**src/verilog/lsq_isa_pkg.sv**
```systemverilog
package lsq_isa_pkg;

    typedef logic [2:0]  funct3_t;
    typedef logic [31:0] word_t;
    typedef logic [3:0]  byte_mask_t;

    // load funct3 codes
    localparam funct3_t F3_LB  = 3'b000;
    localparam funct3_t F3_LH  = 3'b001;
    localparam funct3_t F3_LW  = 3'b010;
    localparam funct3_t F3_LBU = 3'b100;
    localparam funct3_t F3_LHU = 3'b101;

    // store funct3 codes
    localparam funct3_t F3_SB  = 3'b000;
    localparam funct3_t F3_SH  = 3'b001;
    localparam funct3_t F3_SW  = 3'b010;

endpackage : lsq_isa_pkg

```
**src/verilog/lsq_cfg_pkg.sv**
```systemverilog
package lsq_cfg_pkg;

    // queue depths
    localparam int SQ_DEPTH = 8;
    localparam int LQ_DEPTH = 8;

    localparam int SQ_IDX_W = $clog2(SQ_DEPTH);
    localparam int LQ_IDX_W = $clog2(LQ_DEPTH);

    // slot indices
    typedef logic [SQ_IDX_W-1:0] sq_idx_t;
    typedef logic [LQ_IDX_W-1:0] lq_idx_t;

    // one extra bit so a full queue can be told from an empty one
    typedef logic [SQ_IDX_W:0] sq_count_t;

    // tags from rename and the rob
    typedef logic [4:0] rob_idx_t;
    typedef logic [5:0] phys_reg_t;
    typedef logic [4:0] arch_reg_t;

endpackage : lsq_cfg_pkg

```
**src/verilog/load_result_format.sv**
```systemverilog
module load_result_format
    import lsq_isa_pkg::*;
(
    input  funct3_t    funct3,
    input  logic [1:0] offset,
    input  word_t      raw,
    output word_t      value
);

    logic [7:0]  byte_sel;
    logic [15:0] half_sel;

    // pick the addressed lane
    assign byte_sel = raw[{offset, 3'b000} +: 8];
    assign half_sel = raw[{offset[1], 4'b0000} +: 16];

    always_comb
    begin
        case (funct3)
            F3_LB:   value = {{24{byte_sel[7]}}, byte_sel};
            F3_LBU:  value = {24'b0, byte_sel};
            F3_LH:   value = {{16{half_sel[15]}}, half_sel};
            F3_LHU:  value = {16'b0, half_sel};
            F3_LW:   value = raw;
            default: value = '0;
        endcase
    end

endmodule : load_result_format

```
**src/verilog/store_queue.sv**
```systemverilog
module store_queue
    import lsq_isa_pkg::*;
    import lsq_cfg_pkg::*;
(
    input  logic       clk,
    input  logic       rst,
    input  logic       flush,
    input  logic       st_dispatch,
    input  funct3_t    funct3,
    input  rob_idx_t   rob_idx,
    input  logic       addr_valid,
    input  logic       addr_is_store,
    input  sq_idx_t    slot,
    input  word_t      addr,
    input  word_t      wdata,
    input  rob_idx_t   commit_rob,
    input  logic       st_grant,
    input  logic       st_done,
    output sq_idx_t    st_slot,
    output sq_count_t  st_count,
    output logic       st_full,
    output logic       st_req,
    output word_t      st_addr,
    output byte_mask_t st_wmask,
    output word_t      st_wdata,
    output rob_idx_t   st_done_rob
);

    // pointers with wrap bit
    sq_count_t           head;
    sq_count_t           tail;
    logic [SQ_DEPTH-1:0] addr_rdy;
    // head entry already handed to the cache
    logic                issued;

    funct3_t  f3_mem   [SQ_DEPTH];
    rob_idx_t rob_mem  [SQ_DEPTH];
    word_t    addr_mem [SQ_DEPTH];
    word_t    data_mem [SQ_DEPTH];

    sq_idx_t    head_idx;
    logic [1:0] off;
    word_t      head_data;

    assign head_idx = head[SQ_IDX_W-1:0];
    assign st_slot  = tail[SQ_IDX_W-1:0];
    assign st_count = tail - head;
    assign st_full  = (st_count == sq_count_t'(SQ_DEPTH));

    // only the committing head may go out
    assign st_req = (st_count != '0) && addr_rdy[head_idx] && !issued
                    && (rob_mem[head_idx] == commit_rob);

    assign st_addr     = addr_mem[head_idx];
    assign st_done_rob = rob_mem[head_idx];
    assign off         = st_addr[1:0];
    assign head_data   = data_mem[head_idx];

    // byte lanes and data placement
    always_comb
    begin
        case (f3_mem[head_idx])
            F3_SB:
            begin
                st_wmask = 4'b0001 << off;
                st_wdata = word_t'(head_data[7:0]) << {off, 3'b000};
            end
            F3_SH:
            begin
                st_wmask = 4'b0011 << {off[1], 1'b0};
                st_wdata = word_t'(head_data[15:0]) << {off[1], 4'b0000};
            end
            F3_SW:
            begin
                st_wmask = 4'b1111;
                st_wdata = head_data;
            end
            default:
            begin
                st_wmask = 4'b0000;
                st_wdata = '0;
            end
        endcase
    end

    always_ff @(posedge clk)
    begin
        if (rst || flush)
        begin
            head     <= '0;
            tail     <= '0;
            addr_rdy <= '0;
            issued   <= 1'b0;
        end
        else
        begin
            if (st_dispatch && !st_full)
            begin
                tail              <= tail + 1'b1;
                addr_rdy[st_slot] <= 1'b0;
            end
            if (addr_valid && addr_is_store)
                addr_rdy[slot] <= 1'b1;
            if (st_grant)
                issued <= 1'b1;
            if (st_done)
            begin
                head   <= head + 1'b1;
                issued <= 1'b0;
            end
        end
    end

    always_ff @(posedge clk)
    begin
        if (st_dispatch && !st_full)
        begin
            f3_mem[st_slot]  <= funct3;
            rob_mem[st_slot] <= rob_idx;
        end
        if (addr_valid && addr_is_store)
        begin
            addr_mem[slot] <= addr;
            data_mem[slot] <= wdata;
        end
    end

endmodule : store_queue

```
**src/verilog/load_queue.sv**
```systemverilog
module load_queue
    import lsq_isa_pkg::*;
    import lsq_cfg_pkg::*;
(
    input  logic       clk,
    input  logic       rst,
    input  logic       flush,
    input  logic       ld_dispatch,
    input  funct3_t    funct3,
    input  rob_idx_t   rob_idx,
    input  phys_reg_t  pd,
    input  arch_reg_t  rd,
    input  sq_count_t  st_count,
    input  logic       addr_valid,
    input  logic       addr_is_store,
    input  lq_idx_t    slot,
    input  word_t      addr,
    input  logic       ld_grant,
    input  logic       ld_done,
    input  logic       st_done,
    input  word_t      d_rdata,
    output lq_idx_t    ld_slot,
    output logic       ld_full,
    output logic       ld_req,
    output word_t      ld_addr,
    output byte_mask_t ld_rmask,
    output rob_idx_t   ld_done_rob,
    output phys_reg_t  ld_done_pd,
    output arch_reg_t  ld_done_rd,
    output word_t      ld_value
);

    logic [LQ_DEPTH-1:0] valid;
    logic [LQ_DEPTH-1:0] addr_rdy;
    logic [LQ_DEPTH-1:0] ready;
    logic                infl_valid;
    lq_idx_t             infl_slot;
    lq_idx_t             sel;

    // stores still ahead of each load
    sq_count_t older    [LQ_DEPTH];
    funct3_t   f3_mem   [LQ_DEPTH];
    rob_idx_t  rob_mem  [LQ_DEPTH];
    phys_reg_t pd_mem   [LQ_DEPTH];
    arch_reg_t rd_mem   [LQ_DEPTH];
    word_t     addr_mem [LQ_DEPTH];

    // lowest free slot and lowest ready slot
    always_comb
    begin
        ld_slot = '0;
        ld_full = 1'b1;
        sel     = '0;
        for (int i = LQ_DEPTH - 1; i >= 0; i--)
        begin
            ready[i] = valid[i] && addr_rdy[i] && (older[i] == '0)
                       && !(infl_valid && (infl_slot == lq_idx_t'(i)));
            if (!valid[i])
            begin
                ld_slot = lq_idx_t'(i);
                ld_full = 1'b0;
            end
            if (ready[i])
                sel = lq_idx_t'(i);
        end
    end

    assign ld_req  = |ready;
    assign ld_addr = addr_mem[sel];

    always_comb
    begin
        case (f3_mem[sel])
            F3_LB, F3_LBU: ld_rmask = 4'b0001 << ld_addr[1:0];
            F3_LH, F3_LHU: ld_rmask = 4'b0011 << {ld_addr[1], 1'b0};
            F3_LW:         ld_rmask = 4'b1111;
            default:       ld_rmask = 4'b0000;
        endcase
    end

    assign ld_done_rob = rob_mem[infl_slot];
    assign ld_done_pd  = pd_mem[infl_slot];
    assign ld_done_rd  = rd_mem[infl_slot];

    load_result_format u_format (
        .funct3 (f3_mem[infl_slot]),
        .offset (addr_mem[infl_slot][1:0]),
        .raw    (d_rdata),
        .value  (ld_value)
    );

    always_ff @(posedge clk)
    begin
        if (rst || flush)
        begin
            valid      <= '0;
            addr_rdy   <= '0;
            infl_valid <= 1'b0;
            infl_slot  <= '0;
        end
        else
        begin
            if (ld_dispatch && !ld_full)
            begin
                valid[ld_slot]    <= 1'b1;
                addr_rdy[ld_slot] <= 1'b0;
            end
            if (addr_valid && !addr_is_store)
                addr_rdy[slot] <= 1'b1;
            if (ld_grant)
            begin
                infl_valid <= 1'b1;
                infl_slot  <= sel;
            end
            if (ld_done)
            begin
                valid[infl_slot] <= 1'b0;
                infl_valid       <= 1'b0;
            end
        end
    end

    always_ff @(posedge clk)
    begin
        for (int i = 0; i < LQ_DEPTH; i++)
        begin
            if (st_done && (older[i] != '0))
                older[i] <= older[i] - 1'b1;
        end
        if (ld_dispatch && !ld_full)
        begin
            // a store leaving this cycle is no longer ahead
            older[ld_slot]   <= st_count - sq_count_t'(st_done);
            f3_mem[ld_slot]  <= funct3;
            rob_mem[ld_slot] <= rob_idx;
            pd_mem[ld_slot]  <= pd;
            rd_mem[ld_slot]  <= rd;
        end
        if (addr_valid && !addr_is_store)
            addr_mem[slot] <= addr;
    end

endmodule : load_queue

```
**src/verilog/dcache_arbiter.sv**
```systemverilog
module dcache_arbiter
    import lsq_isa_pkg::*;
    import lsq_cfg_pkg::*;
(
    input  logic       clk,
    input  logic       rst,
    input  logic       flush,
    input  logic       ld_req,
    input  word_t      ld_addr,
    input  byte_mask_t ld_rmask,
    input  logic       st_req,
    input  word_t      st_addr,
    input  byte_mask_t st_wmask,
    input  word_t      st_wdata,
    input  logic       data_valid,
    input  rob_idx_t   ld_done_rob,
    input  phys_reg_t  ld_done_pd,
    input  arch_reg_t  ld_done_rd,
    input  word_t      ld_value,
    input  rob_idx_t   st_done_rob,
    output logic       ld_grant,
    output logic       st_grant,
    output logic       ld_done,
    output logic       st_done,
    output word_t      d_addr,
    output byte_mask_t d_rmask,
    output byte_mask_t d_wmask,
    output word_t      d_wdata,
    output logic       result_valid,
    output rob_idx_t   result_rob,
    output phys_reg_t  result_pd,
    output arch_reg_t  result_rd,
    output word_t      result_value
);

    typedef enum logic {arb_idle, arb_busy} arb_state_t;

    arb_state_t state;
    // high means stores win a tie
    logic       prio_st;
    logic       owner_st;
    logic       discard;
    logic       resp;

    assign ld_grant = (state == arb_idle) && !flush && ld_req && (!st_req || !prio_st);
    assign st_grant = (state == arb_idle) && !flush && st_req && (!ld_req || prio_st);

    // request fields live only in the grant cycle
    assign d_addr  = st_grant ? {st_addr[31:2], 2'b00} :
                     ld_grant ? {ld_addr[31:2], 2'b00} : '0;
    assign d_rmask = ld_grant ? ld_rmask : '0;
    assign d_wmask = st_grant ? st_wmask : '0;
    assign d_wdata = st_grant ? st_wdata : '0;

    assign resp    = (state == arb_busy) && data_valid && !discard && !flush;
    assign ld_done = resp && !owner_st;
    assign st_done = resp && owner_st;

    assign result_valid = resp;
    assign result_rob   = owner_st ? st_done_rob : ld_done_rob;
    assign result_pd    = owner_st ? '0 : ld_done_pd;
    assign result_rd    = owner_st ? '0 : ld_done_rd;
    assign result_value = owner_st ? '0 : ld_value;

    always_ff @(posedge clk)
    begin
        if (rst)
        begin
            state    <= arb_idle;
            prio_st  <= 1'b0;
            owner_st <= 1'b0;
            discard  <= 1'b0;
        end
        else
        begin
            case (state)
                arb_idle:
                begin
                    if (ld_grant || st_grant)
                    begin
                        state    <= arb_busy;
                        owner_st <= st_grant;
                        prio_st  <= !prio_st;
                    end
                end
                arb_busy:
                begin
                    if (data_valid)
                    begin
                        state   <= arb_idle;
                        discard <= 1'b0;
                    end
                    else if (flush)
                        discard <= 1'b1;
                end
                default: state <= arb_idle;
            endcase
        end
    end

endmodule : dcache_arbiter

```
**src/verilog/split_lsq.sv**
```systemverilog
module split_lsq
    import lsq_isa_pkg::*;
    import lsq_cfg_pkg::*;
(
    input  logic       clk,
    input  logic       rst,
    input  logic       flush,
    input  logic       ld_dispatch,
    input  logic       st_dispatch,
    input  funct3_t    funct3,
    input  rob_idx_t   rob_idx,
    input  phys_reg_t  pd,
    input  arch_reg_t  rd,
    input  logic       addr_valid,
    input  logic       addr_is_store,
    input  sq_idx_t    slot,
    input  word_t      addr,
    input  word_t      wdata,
    input  rob_idx_t   commit_rob,
    input  logic       data_valid,
    input  word_t      d_rdata,
    output lq_idx_t    ld_slot,
    output sq_idx_t    st_slot,
    output logic       full,
    output word_t      d_addr,
    output byte_mask_t d_rmask,
    output byte_mask_t d_wmask,
    output word_t      d_wdata,
    output logic       result_valid,
    output rob_idx_t   result_rob,
    output phys_reg_t  result_pd,
    output arch_reg_t  result_rd,
    output word_t      result_value
);

    sq_count_t  st_count;
    logic       st_full, st_req, st_grant, st_done;
    word_t      st_addr, st_wdata;
    byte_mask_t st_wmask;
    rob_idx_t   st_done_rob;

    logic       ld_full, ld_req, ld_grant, ld_done;
    word_t      ld_addr, ld_value;
    byte_mask_t ld_rmask;
    rob_idx_t   ld_done_rob;
    phys_reg_t  ld_done_pd;
    arch_reg_t  ld_done_rd;

    assign full = st_full | ld_full;

    store_queue u_sq (
        .clk, .rst, .flush, .st_dispatch, .funct3, .rob_idx,
        .addr_valid, .addr_is_store, .slot, .addr, .wdata, .commit_rob,
        .st_grant, .st_done, .st_slot, .st_count, .st_full, .st_req,
        .st_addr, .st_wmask, .st_wdata, .st_done_rob
    );

    load_queue u_lq (
        .clk, .rst, .flush, .ld_dispatch, .funct3, .rob_idx, .pd, .rd,
        .st_count, .addr_valid, .addr_is_store, .slot, .addr,
        .ld_grant, .ld_done, .st_done, .d_rdata, .ld_slot, .ld_full,
        .ld_req, .ld_addr, .ld_rmask, .ld_done_rob, .ld_done_pd,
        .ld_done_rd, .ld_value
    );

    dcache_arbiter u_arb (
        .clk, .rst, .flush, .ld_req, .ld_addr, .ld_rmask,
        .st_req, .st_addr, .st_wmask, .st_wdata, .data_valid,
        .ld_done_rob, .ld_done_pd, .ld_done_rd, .ld_value, .st_done_rob,
        .ld_grant, .st_grant, .ld_done, .st_done,
        .d_addr, .d_rmask, .d_wmask, .d_wdata,
        .result_valid, .result_rob, .result_pd, .result_rd, .result_value
    );

endmodule : split_lsq

```
**config.mk**
```make
export PLATFORM = sky130hd
export DESIGN_NAME = split_lsq
export DESIGN_NICKNAME = d
export VERILOG_FILES = /design/src/verilog/lsq_isa_pkg.sv /design/src/verilog/lsq_cfg_pkg.sv /design/src/verilog/load_result_format.sv /design/src/verilog/store_queue.sv /design/src/verilog/load_queue.sv /design/src/verilog/dcache_arbiter.sv /design/src/verilog/split_lsq.sv
export SDC_FILE = /design/constraint.sdc
export NUM_CORES = 1
export LEC_CHECK = 0
export BUFFER_PORTS_ARGS = -buffer_cell sky130_fd_sc_hd__buf_4
export CAP_MARGIN = 20
export CORE_MARGIN = 2
export CORE_UTILIZATION = 39
export CTS_CLUSTER_SIZE = 14
export DETAILED_ROUTE_END_ITERATION = 10
export PLACE_DENSITY = 0.53
export SYNTH_ARGS = -nofsm -noshare
export SYNTH_HDL_FRONTEND = slang
export SYNTH_SLANG_ARGS = --single-unit
```
**constraint.sdc**
```tcl
create_clock -name clk -period 13.1 [get_ports clk]
set_clock_uncertainty 0.15 [all_clocks]
set_input_delay 2.62 -clock clk [delete_from_list [all_inputs] [get_ports clk]]
set_output_delay 2.62 -clock clk [all_outputs]
set_load 0.05 [all_outputs]
```
==> results of run 1 <==
-- cells by family (layout without fill, tap and decap cells) --
kind of cell | Yosys count | in the layout | synth area share [%]
AND/OR/NAND/NOR | 512 | 512 | 5.33
adder cells (fa/ha/maj) | 24 | 24 | 0.708
multiplexers | 431 | 431 | 15.5
other | 1 | 5 | 0.00863
flip-flops | 1063 | 1063 | 72.4
AO/OA/AOI/OAI | 252 | 252 | 3.78
buffers and inverters | 175 | 561 | 1.68
XOR/XNOR | 30 | 30 | 0.605
-- worst min-delay path: cells and delay by family, from the launching register on --
kind / cells / cell delay [ps]
flops: 1 / 300
compound gates: 2 / 130
-- cells in the mapped netlist (5+ instances only) --
library cell | instances | area (um2)
sky130_fd_sc_hd__nand2b_1 | 8 | 50.1
sky130_fd_sc_hd__buf_2 | 28 | 140
sky130_fd_sc_hd__a22oi_1 | 10 | 75.1
sky130_fd_sc_hd__xor2_1 | 18 | 158
sky130_fd_sc_hd__a21o_1 | 5 | 37.5
sky130_fd_sc_hd__clkbuf_1 | 66 | 248
sky130_fd_sc_hd__ha_1 | 23 | 288
sky130_fd_sc_hd__a211oi_1 | 13 | 97.6
sky130_fd_sc_hd__o21ai_0 | 26 | 130
sky130_fd_sc_hd__a21oi_1 | 97 | 485
sky130_fd_sc_hd__nand3_1 | 45 | 225
sky130_fd_sc_hd__nand4_1 | 9 | 56.3
sky130_fd_sc_hd__xnor2_1 | 12 | 105
sky130_fd_sc_hd__nor2_1 | 130 | 488
sky130_fd_sc_hd__o22ai_1 | 15 | 93.8
sky130_fd_sc_hd__nor3_1 | 30 | 150
sky130_fd_sc_hd__a31oi_1 | 10 | 62.6
sky130_fd_sc_hd__buf_4 | 8 | 60.1
sky130_fd_sc_hd__mux2_2 | 44 | 495
sky130_fd_sc_hd__o31ai_1 | 7 | 52.6
sky130_fd_sc_hd__nand2_1 | 216 | 811
sky130_fd_sc_hd__and3_1 | 5 | 31.3
sky130_fd_sc_hd__nor3b_1 | 11 | 82.6
sky130_fd_sc_hd__a32oi_1 | 31 | 272
sky130_fd_sc_hd__mux2i_1 | 197 | 1970
sky130_fd_sc_hd__edfxtp_1 | 1016 | 30500
sky130_fd_sc_hd__o21a_1 | 8 | 60.1
sky130_fd_sc_hd__buf_1 | 27 | 101
sky130_fd_sc_hd__mux4_2 | 190 | 4280
sky130_fd_sc_hd__nor2b_1 | 24 | 150
sky130_fd_sc_hd__inv_1 | 43 | 161
sky130_fd_sc_hd__or2_2 | 5 | 31.3
sky130_fd_sc_hd__dfxtp_1 | 47 | 941
-- cells in the final DEF (no fill, tap or decap), types with 23 or more instances in the layout --
master / n
sky130_fd_sc_hd__ha_1: 23
sky130_fd_sc_hd__a32oi_1: 31
sky130_fd_sc_hd__nand3_1: 45
sky130_fd_sc_hd__clkinv_1: 32
sky130_fd_sc_hd__nor2b_1: 23
sky130_fd_sc_hd__clkbuf_1: 24
sky130_fd_sc_hd__inv_1: 43
sky130_fd_sc_hd__clkbuf_16: 112
sky130_fd_sc_hd__nand2_1: 215
sky130_fd_sc_hd__edfxtp_1: 1016
sky130_fd_sc_hd__buf_4: 307
sky130_fd_sc_hd__nor3_1: 24
sky130_fd_sc_hd__mux2_2: 44
sky130_fd_sc_hd__dfxtp_1: 42
sky130_fd_sc_hd__mux2i_1: 196
sky130_fd_sc_hd__nor2_1: 116
sky130_fd_sc_hd__o21ai_0: 26
sky130_fd_sc_hd__mux4_2: 190
sky130_fd_sc_hd__a21oi_1: 97
-- per-layer routing --
layer	routed length [um]	GRT usage (%)	vias up
met5	30	0	-
met4	2610	5.07	4
met3	5400	3.29	172
met2	54000	32.1	640
met1	45900	24.6	12400
li1	-	-	10500
-- stage by stage --
| step | hold slack, ps | utilization (%) |
|---|---|---|
| after floorplan | 299 | - |
| after global placement | 317 | 42.7 |
| after detailed placement | 325 | 42.7 |
| after CTS | 335 | 46.0 |
| after global routing | 378 | 46.0 |
| final | 336 | 46.0 |
-- flip-flops by register name, indices dropped and copies added (netlist names), 32 cells and up, named ones only --
name / cells
u_lq.pd_mem: 48
u_lq.rd_mem: 40
u_lq.rob_mem: 40
u_sq.addr_mem: 256
u_lq.older: 32
u_sq.data_mem: 256
u_lq.addr_mem: 256
u_sq.rob_mem: 40
-- report_power, final --
part,internal (mW),switching [mW],leakage [nW]
clock,1.81,1.30,1.76
combinational,0.0794,0.167,6.07
sequential,3.78,0.0146,9.59
total,5.67,1.48,17.4
-- cell type report --
type	count	area share, %
diodes	3	0.0147
clock buffers	143	5.87
clock inverters	63	1.27
inverters	45	0.332
multi-input cells	1251	22.4
flip-flops and latches	1063	61.8
well taps	1488	3.66
repair buffers	310	4.62
-- worst min-delay path by stage --
stage | start | endpoint | slack, ps | cells after the start
after CTS | u_sq.addr_rdy[4] | u_sq.addr_rdy[4] | 330 | 2
after global routing | u_sq.addr_rdy[4] | u_sq.addr_rdy[4] | 380 | 2
after detailed placement | u_sq.addr_rdy[4] | u_sq.addr_rdy[4] | 330 | 2
after global placement | u_lq.addr_rdy[5] | u_lq.addr_rdy[5] | 320 | 2
final | u_sq.addr_rdy[4] | u_sq.addr_rdy[4] | 340 | 2
after floorplan | u_lq.addr_rdy[5] | u_lq.addr_rdy[5] | 300 | 2
==> impl_summary.md, run 1 <==
Placement
Once detailed placement completed, the half-perimeter wirelength came to roughly 65000 um. At the end of routability-driven placement, the weighted congestion stood at around 0.83. Before CTS, the worst setup slack after placement is approximately 5300 ps. Port buffering added between 200 and 300 buffers.

In this run, placement finished with an instance count of between 4000 and 5000. The post-placement cell area is about 47000 um2.

Routing
The first routing iteration left approximately 1800 violations. Wires add up to about 110000 um. In the routed design, unresolved DRC markers number 0.

For this block, the via count after detailed routing is between 20000 and 25000. Before antenna repair, the detailed router went through 5 iterations. Dividing the detail-routed via count by the number of cells gives 5.41. The routed wire length per instance is approximately 25 um. Once detail routing completed, the nets flagged for antenna violations numbered 0.

Finish
With fillers left out, the area of the finished cells amounts to 50900 um2. The total number of nets in the final design is 2937. Of the cells placed in the final design, the portion with a size suffix greater than 1 is approximately a quarter.

Summing all multi-input logic gate instances after layout gives around 11000 um2. The flip-flop and latch area is roughly 31000 um2. From synthesis to final layout, the design area changed by 17.2%. For this run, the number of standard cells in the final layout without fillers is between 4000 and 5000. The count of fill cells added during filler insertion is ~9500.

CTS
TritonCTS built the clock tree. CTS built an H-tree with a depth of 3. Post-CTS timing repair inserted 0 buffers for setup. The clock net sink count is between 1000 and 1500.

Clock-pin slew was measured on the worst setup and hold paths at ~60 ps. Counting along the longest clock path gives a buffer depth of 3. The number of clock buffers added by TritonCTS is ~110. The total of hold buffers inserted after clock tree synthesis is 0.

In this run the clock root is driven by a sky130_fd_sc_hd__clkbuf_16. The worst-skew pair later-pin latency is 690 ps. The total of cells resized after clock tree synthesis is 0.

Power
The total power divided by cell area is roughly 140 nW/um2. The analysis attributes to cell leakage a power of 17.4 nW. IR analysis of the VDD net gives a maximum drop of roughly 0.00015 V.

The total chip power is roughly 7 mW.

STA
Once routing completed, OpenROAD measured the worst setup slack at slightly above 5000 ps. In the finished design, the share of the clock period the worst path needs comes to 61.4%. The number of slew-limit violations in the final report was 0. The worst-case headroom to the max-slew limit is 24.9%. The final hold violation count is 0. Setup repair after global routing left no endpoint under its margin. The setup TNS is 0 ps. The transition time at the pin with the least slew margin is 1130 ps. The count of endpoints failing setup in the final report is 0. The maximum clock frequency is between 100 and 150 MHz. The clock period could shrink to roughly 8000 ps.

Worst setup path
The worst register-to-register path ends at u_arb.state. The type of element launching the critical path is a flop. At the worst endpoint, the arrival time is 5270 ps. The largest individual stage delay along the critical path comes from the cell sky130_fd_sc_hd__buf_4. Counting both buffers and inverters, the worst setup path holds a total of 3. In this run the register-to-register setup slack is a little over 9000 ps.

The depth of the critical timing path with buffers and inverters included is 13. STA classifies the critical path endpoint as a primary output. On the worst path, the slowest cell contributes a delay of roughly 700 ps. The maximum fanout along the worst path is about 70.

By startpoint and endpoint, the worst setup path is classified as reg2out. STA puts the critical path data required time at between 10000 and 15000 ps. Following the worst setup path forward leads to its endpoint at d_rmask[2]. In this run the critical register-to-register path is launched from u_lq.older[0][0].

Traced cell by cell, the critical path runs through inv_1 > ha_1 > or3b_1 > or3_1 > a32oi_2 > a21o_1 > and2_2 > buf_4 > mux2i_1 > or3_1 > a31oi_1 > o31ai_1 > buf_4. The timing startpoint of the critical path is u_lq.older[3][0]. Measured in cells, the most critical reg-to-reg path has a length of 11.

The kind of cell with the highest combined delay on the critical path is simple AND/OR/NAND/NOR gates.

Yosys
Synthesis produced a netlist whose cell count is roughly 2500. After synthesis, flip-flops and latches occupy between 70 and 80% of the total area. Counting flops and latches in the post-synthesis netlist gives 1063. After synthesis, the share of flip-flops with an asynchronous set or reset is 0%. The number of enable flip-flop cells after synthesis is 1016.

The number of warnings issued by yosys is 0. The synthesized netlist contains 74 unique library cells. Averaged over all synthesized cells, the footprint is between 15 and 20 um2.

The synthesized area is roughly 43000 um2. The most used flip-flop cell after synthesis is sky130_fd_sc_hd__edfxtp_1.

Run
The max-cap check violation count is 0.

GRT
The residual overflow from global routing is 0. The first global-routing pass estimated 158000 um of wire. The largest net degree at the start of global routing is just over 70. Global routing used about a fifth of the available tracks. The number of global-route vias before repair is 24500. The number of antenna violations at the first check in global routing is 5.

Floorplanning
The initial cell density of the core is 39.3%. The region available for standard cell placement spans 111000 um2. The floorplan has between 100 and 150 rows. The area of the die is 114000 um2. In this run the count of I/O pins placed on the die edge is 259. The die is approximately 340 um wide. The height of the chip is around 340 um.

Hold path
The class of the tightest hold or removal check is reg2reg.

Run status
The flow ran to the end, and the final reports show no timing, DRC or antenna violations.
Note: power is estimated with default switching activity, not from simulation.
==> run 2: changes to the inputs <==
PLACE_DENSITY = 0.55   (was 0.53)
clock period = 7 ns   (was 13.1 ns; I/O delays follow)
==> run 2 against run 1 <==
Effect of this change: clock-buffer cell count is 1 lower; wire length shrank 2.3%; cell area about the same; hold slack better by 1.2 ps; die area is the same; sequential share of layout area hardly changed; combinational power up 87%; clock power grew 86%; non-clock buffer count increased by 5; utilization barely moved.
==> impl_summary.md, run 2 (same netlist as run 1, synthesis figures left out) <==
STA
Headroom to the max-slew limit came out at between 20% and 30%. The number of slew-limit violations in the final report is 0. The final hold violation count is 0.

Across all setup checks in the final design, the least slack found is between 400 and 500 ps. Setup repair after global routing left no endpoint under its margin. The setup TNS is 0 ps. The worst-case hold slack is ~340 ps. After layout, the worst path uses just over 90% of the clock period.

After layout, the minimum clock period comes to around 6500 ps. The count of endpoints failing setup in the final report is 0. For the pin with the worst max-slew slack, the measured transition is around 1100 ps.

Static timing analysis puts the maximum clock frequency at about 150 MHz.

Power
Registers are responsible for between 50 and 60% of the overall power. In this run, the combinational gates consume roughly 3.4% of the power. Net switching is approximately a fifth of the power. In this run the static leakage power is around 17 nW. For this design the ratio of total power to cell area is roughly 260 nW/um2.

The net switching power is about 2.7 mW. Across the VDD grid, the largest voltage drop is 0.000182 V. Per report_power, the clock group accounts for between 40% and 50% of the total. The internal cell power is between 10 and 15 mW.

CTS
In this run the clock root is driven by a sky130_fd_sc_hd__clkbuf_16. The TritonCTS buffer count is ~110. The setup fix buffers added after clock tree synthesis is 0.

In this run, post-CTS hold repair placed 0 buffers. CTS built an H-tree with a depth of 3. After clock tree synthesis, the clock-pin slew on the worst setup and hold paths is around 60 ps. The worst-skew pair later-pin latency is 680 ps. The clock passes through at most 3 buffers.

Clock tree synthesis found a total of 1063 sinks. TritonCTS built the clock tree. After clock tree synthesis, the repair step resized 0 gates.

Finish
In the final layout, the registers with the most flip-flops are u_lq.addr_mem x256, u_sq.addr_mem x256, u_sq.data_mem x256. The growth of design area from synthesis to finish is 17.1%. Leaving out fill and tap cells, the most frequent cell in the layout is sky130_fd_sc_hd__edfxtp_1.

The fraction of final layout cells with drive strength greater than 1 is about a quarter. In the layout the commonest cells are sky130_fd_sc_hd__edfxtp_1 (1016), sky130_fd_sc_hd__buf_4 (312), sky130_fd_sc_hd__nand2_1 (215), sky130_fd_sc_hd__mux2i_1 (196), sky130_fd_sc_hd__mux4_2 (190). With fillers left out, the area of the finished cells amounts to about 51000 um2. The final non-filler cell total is about 4400. The total number of nets in the final design is 2940.

Placement
The post-DP HPWL is 64200 um. The pre-CTS worst setup slack is 1210 ps. The quantity of I/O buffers inserted on ports is approximately 260. The post-placement cell area is 47300 um2. The final estimated routing congestion in global placement is 0.809. The number of cells after detailed placement is about 4200.

Worst setup path
The cell that appears most often on the critical path is sky130_fd_sc_hd__nand2_1. Traced cell by cell, the critical path runs through inv_1 > ha_1 > nor3b_1 > nand3_1 > a211oi_1 > o31a_2 > buf_12 > mux2i_1 > nand2_1 > a32oi_1 > nand2_1 > buf_4. The delay contributed by the slowest stage of the critical path is 880 ps.

The worst setup path is captured at a primary output. The kind of critical path is reg2out. Of all nets on the critical path, the largest fanout is 45.

STA puts the critical path data arrival time at about 5000 ps. For the worst setup path, the data required time is 5450 ps. STA classifies the critical path startpoint as a flop. On the critical path the largest part of the delay comes from compound AO/OA/AOI/OAI gates.

The number of buffer and inverter instances along the worst setup path is 3. The slowest stage of the critical path belongs to the cell sky130_fd_sc_hd__o31a_2.

Routing
The iteration count of the initial detailed-routing pass is 5. Once detail routing completed, the nets flagged for antenna violations numbered 0. The routed wire length is roughly 110000 um. In this run, the number of DRC markers left after iteration 0 of detailed routing was around 1700. The via density per instance is 5.35. The vias after detailed routing is 23300.

In the routed design, unresolved DRC markers number 0. The routed wire length per instance is between 20 and 25 um.

GRT
The global-route total usage across every layer is a little under a fifth. The number of global-route vias before repair is 24200. The largest net degree at the start of global routing is 62.

The number of antenna violations at the first check in global routing came to 6. The first-pass GRT wire length is roughly 160000 um. The residual overflow from global routing is 0.

Run
The tool flagged a number of max-cap violations equal to 0.

Floorplanning
The count of pins on the block boundary is roughly 260. For this configuration, the core starts out at a cell density of around two fifths. The width of the die is approximately 340 um.

The number of core rows is approximately 120. From bottom edge to top edge, the die measures 338 um. The area of the die is ~110000 um2. The total core area is around 110000 um2.

Hold path
The class of the tightest hold or removal check is reg2reg.

Run status
The flow ran to the end, and the final reports show no timing, DRC or antenna violations.
## run 2: worst paths after layout
kind,startpoint,endpoint,slack [ps],cells after the start
worst max-delay path,u_lq.older[0][0],d_addr[21],460,12
worst max register to register,flop,u_arb.prio_st,3190,9
worst min register to register,u_sq.addr_rdy[6],u_sq.addr_rdy[6],340,2
worst min-delay path,u_sq.addr_rdy[6],u_sq.addr_rdy[6],340,2
## run 2: layer usage
layer | track usage (%) | vias to the layer above | share of wire [%]
met4 | 5.06 | 6 | 2.2
met5 | 0 | - | 0.036
met1 | 23.5 | 12100 | 41
li1 | - | 10500 | -
met3 | 3.03 | 153 | 5.2
met2 | 32.2 | 652 | 51
## run 2: area by class of cell
cell class                      count  area [um2]
Fill cell                        9490       59800
Antenna cell                        2        5.00
Sequential cell                  1063       31500
Tap cell                         1488        1860
Inverter                           45         169
Clock inverter                     56         598
Multi-Input combinational cell   1251       11400
Timing Repair Buffer              315        2390
Clock buffer                      142        2980
## run 2: worst min-delay path, stage by stage (launching register included)
cell and delay [ps]:
sky130_fd_sc_hd__dfxtp_1 310, sky130_fd_sc_hd__o21ai_0 70, sky130_fd_sc_hd__a21oi_1 60
## run 2: power by group through the flow
| stage | clock network [mW] | logic, mW | registers, mW |
|---|---|---|---|
| global route | 6.18 | 0.494 | 7.11 |
| CTS | 5.93 | 0.466 | 7.10 |
| detailed placement | 0 | 0.465 | 7.24 |
| global placement | 0 | 0.450 | 7.23 |
| floorplan | 0 | 0.219 | 7.23 |
| finish | 5.79 | 0.459 | 7.10 |
## run 2: metrics by stage
| step | power (mW) | utilization, % |
|---|---|---|
| 2_1_floorplan | 7.45 | - |
| 3_3_place_gp | 7.68 | 42.7 |
| 3_5_place_dp | 7.70 | 42.7 |
| 4_1_cts | 13.5 | 46.0 |
| 5_1_grt | 13.8 | 46.0 |
| 6_report | 13.4 | 46.0 |
==> run 3: changes to the inputs <==
ABC_AREA = 1   (was not set)
==> run 3 against run 2 <==
Effect of this change: wire length increased by 15%; register-to-register slack got worse by 350 ps; power down 1.5%; non-clock buffer count increased by 13; clock-buffer cell count down 1; critical path depth grew 4; flip-flop and latch count unchanged; sequential power barely moved; clock power shrank 4.0%; die area up 1.5%; critical path type unchanged; hold slack worse by 5.3 ps; highest routed layer unchanged.
==> impl_summary.md, run 3 <==
Run status
The run finished with clean final reports.

Worst setup path
Walking the worst path, the cells encountered are inv_1 > ha_1 > nand2_1 > inv_1 > nand3_1 > or2_2 > nand2_1 > nand2_1 > nand2_4 > buf_4 > buf_4 > nor2_1 > o22ai_1 > nand2_1 > nand3_1 > buf_4. Of all nets on the critical path, the largest fanout is 83. In this design, the critical path's most frequently occurring cell is sky130_fd_sc_hd__nand2_1. The master of the slowest instance on the critical path is sky130_fd_sc_hd__buf_4.

Measured in cells, the most critical reg-to-reg path has a length of 16. The number of buffer and inverter instances along the worst setup path is 5. For flop-to-flop paths, the worst setup slack is 2840 ps. The kind of critical path is reg2out. The critical path endpoint category is a primary output. The type of element launching the critical path is a flop. Data arrives at the worst endpoint at slightly below 5000 ps. The critical path data required time is between 5000 and 6000 ps. On the worst path, the slowest cell contributes a delay of 850 ps. The depth of the critical timing path with buffers and inverters included is 16.

On the critical path the largest part of the delay comes from buffers and inverters. The reg-to-reg critical path startpoint is u_sq.tail[0].

STA
The count of endpoints failing setup in the final report is 0. The worst path uses about 92% of the clock period. The final hold violation count is 0. The setup TNS is 0 ps. Static timing analysis puts the maximum clock frequency at ~150 MHz. Setup repair after global routing left no endpoint under its margin. The worst-case headroom to the max-slew limit is roughly a quarter. The number of slew-limit violations in the final report is 0. The clock period could shrink to roughly 6500 ps. The transition time at the pin with the least slew margin is approximately 1100 ps.

Finish
The final cell utilization of the core is approximately 46%. Summing all multi-input logic gate instances after layout gives between 10000 and 15000 um2. The library cell used most frequently in the layout, excluding fill and tap cells, is sky130_fd_sc_hd__edfxtp_1.

The count of fill cells added during filler insertion is between 10000 and 15000. The top cell types in the final layout, fill and taps aside, are sky130_fd_sc_hd__edfxtp_1 (1016), sky130_fd_sc_hd__nor2_1 (531), sky130_fd_sc_hd__nand2_1 (494), sky130_fd_sc_hd__o21ai_0 (440), sky130_fd_sc_hd__buf_4 (321). Across the whole layout, storage elements account for approximately 31000 um2. Cells with a size suffix above 1 make up around 14% of the layout.

The largest registers in the layout are u_lq.addr_mem x256, u_sq.addr_mem x256, u_sq.data_mem x256. In the final design database the tool counted ~4100 nets. The growth of design area from synthesis to finish is 16.0%.

GRT
The residual overflow from global routing is 0. Global routing consumed, over all layers together, 20.4% of the routing resources. The number of global-route vias before repair is between 20000 and 30000. The first global-routing pass estimated about 180000 um of wire. The number of antenna violations at the first check in global routing came to 3. The largest net degree at the start of global routing is 100.

CTS
The total of hold buffers inserted after clock tree synthesis is 0. The longest clock path from root to sink contains 3 buffers. The total number of H-tree levels is 3. The setup fix buffers added after clock tree synthesis is 0. The clock net in this run drives a total of between 1000 and 1500 sinks.

The TritonCTS buffer count is between 100 and 150. The cell sitting at the root of the clock tree is a sky130_fd_sc_hd__clkbuf_16. Gates resized during post-CTS repair numbered 0.

The worst-skew pair later-pin latency is around 700 ps. The CTS tree is built. The clock slew seen by the registers of the worst setup and hold paths is approximately 60 ps.

Yosys
The most frequent cell after synthesis is sky130_fd_sc_hd__edfxtp_1. The synthesized area per cell is 11.9 um2. After synthesis the cells add up to 44100 um2. The largest area contributor in the synthesized netlist is sky130_fd_sc_hd__edfxtp_1. For this run, the number of Yosys warnings is 0. Ranked by total cell area, the synthesized netlist is headed by sky130_fd_sc_hd__edfxtp_1 (69%), sky130_fd_sc_hd__o21ai_0 (5.0%), sky130_fd_sc_hd__nor2_1 (4.7%), sky130_fd_sc_hd__nand2_1 (4.2%), sky130_fd_sc_hd__nand3_1 (2.6%). Among all flip-flop cells after synthesis, the most frequent one is sky130_fd_sc_hd__edfxtp_1. The cell count after synthesis is 3700. In this run the biggest area consumer among cell types represents 69.2% of the synthesized area. The count of unique library cells instantiated by Yosys is 54. After synthesis, the share of flip-flops with an asynchronous set or reset is 0%. The number of enable flip-flop cells after synthesis is slightly above 1000.

Ranked by instance count, the synthesized netlist is headed by sky130_fd_sc_hd__edfxtp_1 (1016), sky130_fd_sc_hd__nor2_1 (557), sky130_fd_sc_hd__nand2_1 (495). Counting flops and latches in the post-synthesis netlist gives ~1100. Of the synthesized area, sequential elements account for 71.3%.

Routing
For this block, the routed nets add up to 121000 um of wire. The starting DRC count in detailed routing is about 2700. For this run, design rule violations remaining after detail routing come to 0. The first TritonRoute pass finished after 6 iterations.

In the routed layout, each cell is associated on average with a via count of approximately 5.4. In the final routed layout, each cell accounts on average for 22.0 um. Summing over every cut layer, the via total after detailed routing is slightly below 30000. The post-detailed-route count of antenna-violating nets is 0.

Floorplanning
The height of the chip is about 340 um. The total core area is 112000 um2. After floorplanning, the core was divided into approximately 120 placement rows.

The width of the die is between 300 and 400 um. The count of pins on the block boundary is between 200 and 300. The floorplan step defined a die boundary enclosing 116000 um2. Once the floorplan was initialized, standard cells occupied between 30 and 40% of the core.

Hold path
The class of the tightest hold or removal check is reg2reg. The worst hold path cell count is 2. The endpoint of the worst hold path is u_sq.addr_rdy[1]. The beginning of the worst hold path is u_sq.addr_rdy[1].

Power
The total power divided by cell area is 257 nW/um2. The worst-case IR drop observed on VDD is a little over 0.0002 V. The analysis attributes to cell leakage a power of about 18 nW.

Placement
The quantity of I/O buffers inserted on ports is ~260. The final estimated routing congestion in global placement is 0.839. The wire-length estimate of the detail-placed layout is 70000 um.

Run
The max-cap check violation count is 0.
## run 3: kinds of logic after synthesis
family / Yosys count / share of synthesized area, %
AOI/OAI and AO/OA: 866 / 11.4
xor gates and xnor gates: 21 / 0.417
adders and majority gates: 24 / 0.698
buffers and inverters: 384 / 3.57
DFF: 1063 / 71.3
muxes: 17 / 0.400
other: 1 / 0.00850
and+or+nand+nor: 1324 / 12.2
## run 3: cell type report
| cell class | count | share of cell area (%) |
|---|---|---|
| well taps | 1500 | 3.67 |
| multi-input cells | 2254 | 22.0 |
| clock inverters | 60 | 0.929 |
| inverters | 164 | 1.23 |
| repair buffers | 328 | 4.95 |
| flip-flops and latches | 1063 | 61.5 |
| clock buffers | 141 | 5.71 |
| diodes | 1 | 0.00489 |
## run 3: worst min-delay path: cells and delay by family, from the launching register on
family / cells / cell delay (ps)
flip-flops: 1 / 310
AO/OA/AOI/OAI: 2 / 130
## run 3: how the worst max path moves through the flow
stage                           to              from  slack (ps)
5_1_grt                 d_addr[27]  u_lq.older[6][0]         110
4_1_cts                 d_addr[27]  u_lq.older[2][0]         420
6_report                d_addr[27]  u_lq.older[2][0]         540
2_1_floorplan  u_sq.addr_mem[7][0]           slot[0]        1960
3_5_place_dp            d_addr[27]  u_lq.older[2][0]        1200
3_3_place_gp            d_addr[27]  u_lq.older[2][0]        1210
## run 3: per-layer routing
metal | GRT usage (%) | up-vias | wire [um]
met4 | 4.96 | 4 | 2190
met1 | 28.9 | 14700 | 54400
met2 | 32.8 | 861 | 57200
met5 | 0 | - | 25
li1 | - | 13900 | -
met3 | 3.61 | 152 | 7570
## run 3: where the power goes
part | total (mW) | switching [mW] | internal [mW] | leakage [nW]
sequential | 7.10 | 0.0257 | 7.08 | 9.57
clock | 5.56 | 2.43 | 3.13 | 1.66
combinational | 0.491 | 0.349 | 0.142 | 6.68
total | 13.2 | 2.81 | 10.3 | 17.9
## run 3: per-stage QoR
step           setup WS [ps]  total power [mW]  hold slack [ps]  cell area (um2)  instances
4_1_cts                  424              13.3              332            51100       5506
2_1_floorplan           1960              7.47              293            44100       3701
5_1_grt                  109              13.5              350            51200       5510
3_3_place_gp            1210              7.72              319            47700       5301
3_5_place_dp            1200              7.73              323            47700       5305
6_report                 543              13.2              332            51200       5511
